===== src/logic/cpu_consts.svh =====
`ifndef CPU_CONSTS_SVH
`define CPU_CONSTS_SVH

// datapath and register file geometry
`define WORD_W 32
`define REG_W 5

// destination of JAL
`define LINK_REG 31

// busy cycles of the multiplier / divider
`define MULDIV_CYCLES 8

`endif


===== src/logic/isaPkg.sv =====
`default_nettype none

package isaPkg;

    typedef enum logic [3:0] {
        ALU_ADD,
        ALU_SUB,
        ALU_AND,
        ALU_OR,
        ALU_XOR,
        ALU_SLT,   // signed compare
        ALU_SLL,
        ALU_LUI,
        ALU_LINK   // pc + 8
    } aluOpE;

    typedef enum logic [1:0] {
        BR_NONE,
        BR_EQ,
        BR_NE,
        BR_JUMP
    } branchE;

    typedef enum logic [1:0] {
        MD_NONE,
        MD_MULTU,
        MD_DIVU
    } mulDivE;

endpackage

`default_nettype wire


===== src/logic/pipePkg.sv =====
`default_nettype none

`include "cpu_consts.svh"

package pipePkg;

    typedef logic [`WORD_W-1:0] wordT;
    typedef logic [`REG_W-1:0]  regIdxT;

    // where an operand comes from
    typedef enum logic [1:0] {
        FWD_REG,
        FWD_MEM,
        FWD_WB
    } fwdSelE;

endpackage

`default_nettype wire


===== src/logic/decodedBus.sv =====
`default_nettype none

interface decodedBus;

    logic             valid;
    pipePkg::wordT    pc;
    pipePkg::wordT    busA;
    pipePkg::wordT    busB;
    pipePkg::wordT    imm;
    pipePkg::regIdxT  rs;
    pipePkg::regIdxT  rt;
    pipePkg::regIdxT  dst;
    logic [4:0]       shamt;
    isaPkg::aluOpE    aluOp;
    logic             useImm;    // alu b from imm
    logic             regWrite;
    isaPkg::branchE   branch;
    logic [25:0]      jumpTarget;
    isaPkg::mulDivE   mulDiv;

    modport src (
        output valid, pc, busA, busB, imm, rs, rt, dst, shamt,
        output aluOp, useImm, regWrite, branch, jumpTarget, mulDiv
    );

    modport snk (
        input valid, pc, busA, busB, imm, rs, rt, dst, shamt,
        input aluOp, useImm, regWrite, branch, jumpTarget, mulDiv
    );

endinterface

`default_nettype wire


===== src/logic/instrDecoder.sv =====
`default_nettype none

`include "cpu_consts.svh"

module instrDecoder (
    input  pipePkg::wordT instr,
    input  pipePkg::wordT pc,
    input  pipePkg::wordT busA,
    input  pipePkg::wordT busB,
    decodedBus.src        out
);

    localparam logic [5:0] OP_SPECIAL = 6'h00;
    localparam logic [5:0] OP_JAL     = 6'h03;
    localparam logic [5:0] OP_BEQ     = 6'h04;
    localparam logic [5:0] OP_BNE     = 6'h05;
    localparam logic [5:0] OP_ADDIU   = 6'h09;
    localparam logic [5:0] OP_ORI     = 6'h0d;
    localparam logic [5:0] OP_LUI     = 6'h0f;

    localparam logic [5:0] FN_SLL   = 6'h00;
    localparam logic [5:0] FN_MULTU = 6'h19;
    localparam logic [5:0] FN_DIVU  = 6'h1b;
    localparam logic [5:0] FN_ADDU  = 6'h21;
    localparam logic [5:0] FN_SUBU  = 6'h23;
    localparam logic [5:0] FN_AND   = 6'h24;
    localparam logic [5:0] FN_OR    = 6'h25;
    localparam logic [5:0] FN_XOR   = 6'h26;
    localparam logic [5:0] FN_SLT   = 6'h2a;

    logic [5:0]      opcode;
    logic [5:0]      funct;
    pipePkg::regIdxT rd;
    pipePkg::wordT   immSext;
    pipePkg::wordT   immZext;
    logic            known;

    assign opcode  = instr[31:26];
    assign funct   = instr[5:0];
    assign rd      = instr[15:11];
    assign immSext = {{16{instr[15]}}, instr[15:0]};
    assign immZext = {16'b0, instr[15:0]};

    assign out.pc         = pc;
    assign out.busA       = busA;
    assign out.busB       = busB;
    assign out.rs         = instr[25:21];
    assign out.rt         = instr[20:16];
    assign out.shamt      = instr[10:6];
    assign out.jumpTarget = instr[25:0];

    always_comb begin
        known        = 1'b1;
        out.aluOp    = isaPkg::ALU_ADD;
        out.useImm   = 1'b0;
        out.regWrite = 1'b1;
        out.branch   = isaPkg::BR_NONE;
        out.mulDiv   = isaPkg::MD_NONE;
        out.dst      = rd;
        out.imm      = immSext;
        case (opcode)
            OP_SPECIAL: begin
                case (funct)
                    FN_ADDU: out.aluOp = isaPkg::ALU_ADD;
                    FN_SUBU: out.aluOp = isaPkg::ALU_SUB;
                    FN_AND:  out.aluOp = isaPkg::ALU_AND;
                    FN_OR:   out.aluOp = isaPkg::ALU_OR;
                    FN_XOR:  out.aluOp = isaPkg::ALU_XOR;
                    FN_SLT:  out.aluOp = isaPkg::ALU_SLT;
                    FN_SLL:  out.aluOp = isaPkg::ALU_SLL;
                    FN_MULTU: begin
                        out.regWrite = 1'b0;
                        out.mulDiv   = isaPkg::MD_MULTU;
                    end
                    FN_DIVU: begin
                        out.regWrite = 1'b0;
                        out.mulDiv   = isaPkg::MD_DIVU;
                    end
                    default: known = 1'b0;
                endcase
            end
            OP_ADDIU: begin
                out.useImm = 1'b1;
                out.dst    = out.rt;
            end
            OP_ORI: begin
                out.aluOp  = isaPkg::ALU_OR;
                out.useImm = 1'b1;
                out.dst    = out.rt;
                out.imm    = immZext;
            end
            OP_LUI: begin
                out.aluOp  = isaPkg::ALU_LUI;
                out.useImm = 1'b1;
                out.dst    = out.rt;
                out.imm    = immZext;
            end
            OP_BEQ: begin
                out.regWrite = 1'b0;
                out.branch   = isaPkg::BR_EQ;
            end
            OP_BNE: begin
                out.regWrite = 1'b0;
                out.branch   = isaPkg::BR_NE;
            end
            OP_JAL: begin
                out.aluOp  = isaPkg::ALU_LINK;
                out.branch = isaPkg::BR_JUMP;
                out.dst    = pipePkg::regIdxT'(`LINK_REG);
            end
            default: known = 1'b0;
        endcase
        if (!known) begin  // bubble
            out.regWrite = 1'b0;
            out.branch   = isaPkg::BR_NONE;
            out.mulDiv   = isaPkg::MD_NONE;
        end
        out.valid = known;
    end

endmodule

`default_nettype wire


===== src/logic/idExeReg.sv =====
`default_nettype none

module idExeReg (
    input  logic   clk,
    input  logic   rst,
    input  logic   exeWr,
    input  logic   exeFlush,
    decodedBus.snk in,
    decodedBus.src out,
    output logic   issue
);

    logic clear;

    assign clear = rst || exeFlush;  // flush wins over load

    always_ff @(posedge clk) begin
        if (clear) begin
            out.valid    <= 1'b0;
            out.regWrite <= 1'b0;
            out.branch   <= isaPkg::BR_NONE;
            out.mulDiv   <= isaPkg::MD_NONE;
        end else if (exeWr) begin
            out.valid    <= in.valid;
            out.regWrite <= in.regWrite;
            out.branch   <= in.branch;
            out.mulDiv   <= in.mulDiv;
        end
    end

    always_ff @(posedge clk) begin
        if (exeWr) begin
            out.pc         <= in.pc;
            out.busA       <= in.busA;
            out.busB       <= in.busB;
            out.imm        <= in.imm;
            out.rs         <= in.rs;
            out.rt         <= in.rt;
            out.dst        <= in.dst;
            out.shamt      <= in.shamt;
            out.aluOp      <= in.aluOp;
            out.useImm     <= in.useImm;
            out.jumpTarget <= in.jumpTarget;
        end
    end

    // one pulse per loaded instruction even for back to back copies
    always_ff @(posedge clk) begin
        if (clear) begin
            issue <= 1'b0;
        end else begin
            issue <= exeWr && in.valid;
        end
    end

endmodule

`default_nettype wire


===== src/logic/executeUnit.sv =====
`default_nettype none

module executeUnit (
    decodedBus.snk          in,
    input  logic            memRegWrite,
    input  pipePkg::regIdxT memDst,
    input  pipePkg::wordT   memResult,
    input  logic            wbRegWrite,
    input  pipePkg::regIdxT wbDst,
    input  pipePkg::wordT   wbResult,
    output pipePkg::wordT   aluOut,
    output pipePkg::regIdxT exeDst,
    output logic            exeRegWrite,
    output logic            branchTaken,
    output pipePkg::wordT   branchTarget,
    output pipePkg::wordT   fwdA,
    output pipePkg::wordT   fwdB
);

    pipePkg::fwdSelE selA;
    pipePkg::fwdSelE selB;
    pipePkg::wordT   aluA;
    pipePkg::wordT   aluB;
    pipePkg::wordT   pcPlus4;
    logic            condMet;

    function automatic pipePkg::fwdSelE fwdSource(
        input pipePkg::regIdxT src,
        input logic            memHit,
        input logic            wbHit
    );
        if (src == '0) begin
            return pipePkg::FWD_REG;  // r0 stays zero
        end else if (memHit) begin
            return pipePkg::FWD_MEM;
        end else if (wbHit) begin
            return pipePkg::FWD_WB;
        end
        return pipePkg::FWD_REG;
    endfunction

    assign selA = fwdSource(in.rs, memRegWrite && (memDst == in.rs),
                            wbRegWrite && (wbDst == in.rs));
    assign selB = fwdSource(in.rt, memRegWrite && (memDst == in.rt),
                            wbRegWrite && (wbDst == in.rt));

    assign fwdA = (selA == pipePkg::FWD_MEM) ? memResult :
                  (selA == pipePkg::FWD_WB)  ? wbResult  : in.busA;
    assign fwdB = (selB == pipePkg::FWD_MEM) ? memResult :
                  (selB == pipePkg::FWD_WB)  ? wbResult  : in.busB;

    assign aluA = (in.aluOp == isaPkg::ALU_SLL) ? pipePkg::wordT'(in.shamt) : fwdA;
    assign aluB = in.useImm ? in.imm : fwdB;

    always_comb begin
        case (in.aluOp)
            isaPkg::ALU_ADD:  aluOut = aluA + aluB;
            isaPkg::ALU_SUB:  aluOut = aluA - aluB;
            isaPkg::ALU_AND:  aluOut = aluA & aluB;
            isaPkg::ALU_OR:   aluOut = aluA | aluB;
            isaPkg::ALU_XOR:  aluOut = aluA ^ aluB;
            isaPkg::ALU_SLT:  aluOut = pipePkg::wordT'($signed(aluA) < $signed(aluB));
            isaPkg::ALU_SLL:  aluOut = aluB << aluA[4:0];
            isaPkg::ALU_LUI:  aluOut = {aluB[15:0], 16'b0};
            isaPkg::ALU_LINK: aluOut = in.pc + pipePkg::wordT'(8);
            default:          aluOut = aluA + aluB;
        endcase
    end

    assign exeDst      = in.dst;
    assign exeRegWrite = in.valid && in.regWrite;

    assign pcPlus4 = in.pc + pipePkg::wordT'(4);

    always_comb begin
        case (in.branch)
            isaPkg::BR_EQ:   condMet = (fwdA == fwdB);
            isaPkg::BR_NE:   condMet = (fwdA != fwdB);
            isaPkg::BR_JUMP: condMet = 1'b1;
            default:         condMet = 1'b0;
        endcase
    end

    assign branchTaken  = in.valid && condMet;
    assign branchTarget = (in.branch == isaPkg::BR_JUMP) ?
                          {pcPlus4[31:28], in.jumpTarget, 2'b00} :
                          pcPlus4 + {in.imm[29:0], 2'b00};

endmodule

`default_nettype wire


===== src/logic/mulDivUnit.sv =====
`default_nettype none

`include "cpu_consts.svh"

module mulDivUnit (
    input  logic          clk,
    input  logic          rst,
    input  logic          issue,
    decodedBus.snk        in,
    input  pipePkg::wordT opA,
    input  pipePkg::wordT opB,
    input  logic          cancel,
    output pipePkg::wordT hi,
    output pipePkg::wordT lo,
    output logic          done,
    output logic          stall
);

    localparam int W     = `WORD_W;
    localparam int STEP  = `WORD_W / `MULDIV_CYCLES;  // bits per cycle
    localparam int CNT_W = $clog2(`MULDIV_CYCLES);

    typedef enum logic [1:0] {IDLE, BUSY, DONE} stateE;

    stateE            state;
    logic [CNT_W-1:0] count;
    isaPkg::mulDivE   op;
    pipePkg::wordT    operand;  // multiplicand or divisor
    logic [2*W-1:0]   acc;
    logic [2*W-1:0]   accNext;
    logic [2*W-1:0]   work;
    logic [W:0]       upper;
    logic [W-1:0]     lower;
    logic             start;
    logic             lastCycle;
    logic             finish;

    assign start     = issue && (in.mulDiv != isaPkg::MD_NONE);
    assign lastCycle = (count == CNT_W'(`MULDIV_CYCLES - 1));
    assign finish    = (state == BUSY) && lastCycle && !(rst || cancel || start);
    assign stall     = (state == BUSY);
    assign done      = (state == DONE);

    // STEP radix-2 iterations per clock
    always_comb begin
        work  = acc;
        upper = '0;
        lower = '0;
        for (int i = 0; i < STEP; i++) begin
            if (op == isaPkg::MD_MULTU) begin
                upper = {1'b0, work[2*W-1:W]} + (work[0] ? {1'b0, operand} : '0);
                work  = {upper, work[W-1:1]};
            end else begin
                upper = work[2*W-1:W-1];  // partial remainder shifted
                lower = {work[W-2:0], 1'b0};
                if (upper >= {1'b0, operand}) begin
                    upper    = upper - {1'b0, operand};
                    lower[0] = 1'b1;
                end
                work = {upper[W-1:0], lower};
            end
        end
        accNext = work;
    end

    always_ff @(posedge clk) begin
        if (rst || cancel) begin
            state <= IDLE;
            count <= '0;
        end else if (start) begin
            state <= BUSY;
            count <= '0;
        end else begin
            case (state)
                BUSY: begin
                    count <= count + CNT_W'(1);
                    if (lastCycle) begin
                        state <= DONE;
                    end
                end
                default: state <= IDLE;
            endcase
        end
    end

    always_ff @(posedge clk) begin
        if (start) begin
            op      <= in.mulDiv;
            operand <= (in.mulDiv == isaPkg::MD_MULTU) ? opA : opB;
            acc     <= {{W{1'b0}}, (in.mulDiv == isaPkg::MD_MULTU) ? opB : opA};
        end else if (state == BUSY) begin
            acc <= accNext;
        end
        if (finish) begin  // quotient lands in lo, remainder in hi
            hi <= accNext[2*W-1:W];
            lo <= accNext[W-1:0];
        end
    end

endmodule

`default_nettype wire


===== src/logic/exeStage.sv =====
`default_nettype none

module exeStage (
    input  logic            clk,
    input  logic            rst,
    input  pipePkg::wordT   instr,
    input  pipePkg::wordT   pc,
    input  pipePkg::wordT   busA,
    input  pipePkg::wordT   busB,
    input  logic            exeWr,
    input  logic            exeFlush,
    input  logic            memRegWrite,
    input  pipePkg::regIdxT memDst,
    input  pipePkg::wordT   memResult,
    input  logic            wbRegWrite,
    input  pipePkg::regIdxT wbDst,
    input  pipePkg::wordT   wbResult,
    input  logic            mulDivCancel,
    output pipePkg::wordT   aluOut,
    output pipePkg::regIdxT exeDst,
    output logic            exeRegWrite,
    output logic            branchTaken,
    output pipePkg::wordT   branchTarget,
    output pipePkg::wordT   hi,
    output pipePkg::wordT   lo,
    output logic            mulDivDone,
    output logic            mulDivStall
);

    logic          issue;
    pipePkg::wordT fwdA;
    pipePkg::wordT fwdB;

    decodedBus decBus ();
    decodedBus exeBus ();

    instrDecoder uInstrDecoder (
        .instr (instr),
        .pc    (pc),
        .busA  (busA),
        .busB  (busB),
        .out   (decBus.src)
    );

    idExeReg uIdExeReg (
        .clk      (clk),
        .rst      (rst),
        .exeWr    (exeWr),
        .exeFlush (exeFlush),
        .in       (decBus.snk),
        .out      (exeBus.src),
        .issue    (issue)
    );

    executeUnit uExecuteUnit (
        .in           (exeBus.snk),
        .memRegWrite  (memRegWrite),
        .memDst       (memDst),
        .memResult    (memResult),
        .wbRegWrite   (wbRegWrite),
        .wbDst        (wbDst),
        .wbResult     (wbResult),
        .aluOut       (aluOut),
        .exeDst       (exeDst),
        .exeRegWrite  (exeRegWrite),
        .branchTaken  (branchTaken),
        .branchTarget (branchTarget),
        .fwdA         (fwdA),
        .fwdB         (fwdB)
    );

    // operands taken after forwarding
    mulDivUnit uMulDivUnit (
        .clk    (clk),
        .rst    (rst),
        .issue  (issue),
        .in     (exeBus.snk),
        .opA    (fwdA),
        .opB    (fwdB),
        .cancel (mulDivCancel),
        .hi     (hi),
        .lo     (lo),
        .done   (mulDivDone),
        .stall  (mulDivStall)
    );

endmodule

`default_nettype wire


===== config.mk =====
export PLATFORM = sky130hd
export DESIGN_NAME = exeStage
export DESIGN_NICKNAME = d
export VERILOG_FILES = /design/src/logic/isaPkg.sv /design/src/logic/pipePkg.sv /design/src/logic/decodedBus.sv /design/src/logic/instrDecoder.sv /design/src/logic/idExeReg.sv /design/src/logic/executeUnit.sv /design/src/logic/mulDivUnit.sv /design/src/logic/exeStage.sv
export VERILOG_INCLUDE_DIRS = /design/src /design/src/logic
export SDC_FILE = /design/constraint.sdc
export NUM_CORES = 2
export LEC_CHECK = 0
export BUFFER_PORTS_ARGS = -buffer_cell sky130_fd_sc_hd__buf_2
export CORE_MARGIN = 10
export CORE_UTILIZATION = 45
export CTS_CLUSTER_DIAMETER = 150
export DETAILED_ROUTE_END_ITERATION = 8
export GPL_TIMING_DRIVEN = 0
export HOLD_SLACK_MARGIN = 0.02
export MAX_ROUTING_LAYER = met4
export PLACE_DENSITY = 0.72
export SLEW_MARGIN = 20
export SYNTH_ARGS = -nofsm -noshare
export SYNTH_HDL_FRONTEND = slang
export SYNTH_SLANG_ARGS = --single-unit

===== constraint.sdc =====
create_clock -name clk -period 31.2 [get_ports clk]
set_input_delay 3.12 -clock clk [delete_from_list [all_inputs] [get_ports clk]]
set_output_delay 3.12 -clock clk [all_outputs]
set_load 0.005 [all_outputs]

==> run_results.csv <==
group,metric,value,unit
outcome,outcome,"completed",
die,boundaryPins,346,
layout,nFillCells,8633,
global_routing,grt_pass1_wl,289,mm
die,initial_core_util,45.3,%
synthesis,ys_types,108,
global_routing,antenna_found_initial,12,
routing,drtIter0Drc,5174,
clocking,root_buffer,"clkbuf_16",
synthesis,async_reset_ff_share,0,%
global_routing,busiest_layer,"met2",
die,dieArea,99400,sq um
timing,finalHoldViolations,0,
synthesis,ys_seq_area_share,22.4,%
synthesis,synth.largest_area_cell,"edfxtp_1",
synthesis,synth_cells,5050,
worst_hold_path,worstHoldStart,"uIdExeReg.out.regWrite",
power,leakage,18.8,nW
setup_path,crit_slowest_cell,"clkbuf_1",
setup_path,cp.required,31.50,ns
global_routing,grt_pass1_vias,41000,
setup_path,critPathMaxFanout,12,
place,place_hpwl,173,mm
timing,final.setup.tns,0,ns
routing,antenna_left,0,
clocking,cts.hold.buffers_added,0,
setup_path,r2r_slack,10.34,ns
clocking,clk_latency,0.63,ns
setup_path,crit_buf_inv,14,
synthesis,synth_nets,5656,
routing,wl_per_cell,31.2,um
clocking,cts.clk_slew.worst_paths,0.07,ns
clocking,tritoncts,"done",
clocking,cts_buffers,38,
synthesis,avgSynthCellArea,7.77,sq um
layout,layout.nets,6046,
clocking,cts_setup_buffers,0,
die,core,86600,sq um
layout,area_delta_synth_final,12.2,%
timing,fin_skew,0.0336,ns
global_routing,grt_use_met1,44.0,%
routing,vias,43100,
layout,regArea,8780,sq um
timing,drv_slew,0,
place,gp_congestion,1.10,
clocking,post_cts_resized,0,
synthesis,synth.area.top_cells,"edfxtp_1, ha_1, a21oi_1",
routing,wl,207,mm
clocking,clock-sinks,307,
place,portBuffers,345,
timing,worstMarginPinSlew,1.27,ns
power,ir_drop,0.0545,mV
die,die_h,315,um
global_routing,grt_use_met3,6.72,%
power,powerDensity,63.5,nW/um^2
die,die_x,315,um
setup_path,timing.rr.start,"uMulDivUnit.op[0]",
clocking,clockBufferDepth,3,
setup_path,max_stage_delay,0.95,ns
setup_path,crit_family,"compound AO/OA/AOI/OAI gates",
timing,setup_violations,0,
die,num_rows,108,
global_routing,grt.total_usage,40.9,%
timing,fmax,47.9,MHz
layout,multiInputGateArea,28500,sq um
routing,avgViaCountPerCell,6.50,
setup_path,cp.depth,53,
setup_path,crit_path_end_kind,"flop",
timing,period_needed,20.86,ns
timing,rsz0062_at_grt,"no",
setup_path,critPathMostFrequentCell,"o21ai_0",
setup_path,criticalPathCategory,"flop to flop",
routing,drc_errors,0,
place,placed_cell_area,42600,sq um
synthesis,synth-edff-count,263,
layout,fin_area,44000,sq um
timing,relSlewSlack,14.2,%
synthesis,ys_ff_latch,307,
global_routing,grt_remaining_overflow,0,
worst_hold_path,holdPathEnd,"uIdExeReg.out.regWrite",
clocking,cts_max_level,2,
timing,period_share,66.9,%
layout,layout-drive-gt1-share,11.3,%
synthesis,synth.top_cell.area_share,20.1,%
worst_hold_path,hp-class,"flop to flop",
worst_hold_path,hold_depth,2,
global_routing,met2_usage,67.0,%
job,maxCapViolCount,0,
setup_path,r2r-end,"uMulDivUnit.hi[22]",
global_routing,grt_max_degree,76,
synthesis,synth.cell_area,39200,sq um
routing,drt_pass1_iterations,8,
synthesis,synth_flop_cell,"edfxtp_1",
synthesis,yosysWarnings,0,
setup_path,rr_worst_depth,53,
setup_path,crit_path_start_kind,"flop",
setup_path,cp.arrival,21.17,ns
-- logic make-up after synthesis --
family                   share of synthesized area [%]
AND/OR/NAND/NOR                                   20.6
AO/OA/AOI/OAI                                     27.2
buffers and inverters                             5.03
adder cells (fa/ha/maj)                           12.9
XOR/XNOR                                          7.83
flip-flops                                        22.4
multiplexers                                      4.10
-- cells in the mapped netlist (119+ instances only) --
cell type and number:
a21oi_1 429, a21o_1 125, clkbuf_1 178, mux2i_1 119, nor3_1 134, inv_1 239, o21ai_0 389, ha_1 386
xor2_1 128, nor2_1 476, xnor2_1 223, and2_1 141, nand2_1 502, nand3_1 137, edfxtp_1 263
-- layout by cell type, fill, tap and decap left out, types with 25 or more instances in the layout --
cell	n
a211oi_1	53
a21o_1	125
a21oi_1	429
a221oi_1	35
a31o_2	38
a31oi_1	74
and2_1	141
and3_1	35
buf_2	378
clkbuf_1	172
clkbuf_16	38
dfxtp_1	44
edfxtp_1	263
ha_1	386
inv_1	239
mux2i_1	113
nand2_1	501
nand2b_1	73
nand3_1	137
nand4_1	49
nor2_1	474
nor2b_1	36
nor3_1	134
o211ai_1	51
o21a_1	65
o21ai_0	382
o21ai_1	25
o21bai_1	61
o31ai_1	25
or3_1	36
xnor2_1	223
xor2_1	128
-- power by group --
group          internal (W)  switching [W]
Clock              0.000305       0.000218
Sequential         0.000486      0.0000202
Combinational      0.000630        0.00114
Total               0.00142        0.00137
-- worst register-to-register path, delay by kind of cell, from the launching register on --
family	cells	cell delay [ns]
and+or+nand+nor	9	1.81
DFF	1	0.39
AOI/OAI and AO/OA	27	10.47
buffers and inverters	14	6.66
adders and majority gates	3	1.22
-- metal layers --
| metal | part of all wire (%) | vias up | wire [um] |
|---|---|---|---|
| li1 | - | 19300 | - |
| met1 | 35 | 20300 | 72000 |
| met2 | 46 | 2727 | 96100 |
| met3 | 9.0 | 687 | 18700 |
| met4 | 9.8 | 0 | 20200 |
| met5 | 0 | - | 0 |
-- cell type report --
class                      count  share of cell area (%)
timing repair buffer         350                    4.16
inverter                     242                    2.06
clock buffer                  40                    2.18
antenna                        9                  0.0512
buffer                       247                    2.45
multi-input combinational   4254                    64.8
clock inverter                29                    1.07
sequential                   307                    19.9
tap                         1155                    3.28
-- sequential cells by signal, indices dropped and copies added (netlist names) --
signal	count
uIdExeReg.out.busA	32
uIdExeReg.out.dst	5
uMulDivUnit.state	2
uIdExeReg.out.aluOp	4
uIdExeReg.out.useImm	1
uMulDivUnit.hi	32
uMulDivUnit.acc	64
uMulDivUnit.lo	32
uIdExeReg.out.jumpTarget	26
uIdExeReg.out.regWrite	1
uIdExeReg.out.imm	1
uIdExeReg.out.busB	32
uMulDivUnit.count	3
uMulDivUnit.operand	32
uIdExeReg.issue	1
uIdExeReg.out.branch	2
uMulDivUnit.op	2
uIdExeReg.out.mulDiv	2
uIdExeReg.out.valid	1
uIdExeReg.out.pc	32
-- how the worst max path moves through the flow --
stage | end | startpoint
after floorplan | uMulDivUnit.hi[0] | uMulDivUnit.operand[1]
after global placement | uMulDivUnit.hi[22] | uMulDivUnit.op[1]
after detailed placement | uMulDivUnit.hi[22] | uMulDivUnit.op[1]
after CTS | uMulDivUnit.hi[22] | uMulDivUnit.op[1]
after global routing | uMulDivUnit.hi[22] | uMulDivUnit.op[0]
final | uMulDivUnit.hi[22] | uMulDivUnit.op[0]
-- stage by stage --
| step | total power (W) | setup slack [ns] | hold slack, ns | std cells | utilization (%) |
|---|---|---|---|---|---|
| 6_report | 0.00279 | 10.34 | 0.455 | 6633 | 50.8 |
| 5_1_grt | 0.00291 | 10.77 | 0.484 | 6627 | 50.8 |
| 4_1_cts | 0.00274 | 10.80 | 0.456 | 6624 | 50.8 |
| 3_5_place_dp | 0.00221 | 10.82 | 0.441 | 6555 | 49.1 |
| 3_3_place_gp | 0.00222 | 10.40 | 0.430 | 6550 | 49.0 |
| 2_1_floorplan | 0.00165 | 19.47 | 0.406 | 5050 | - |
Note: power is estimated with default switching activity, not from simulation.
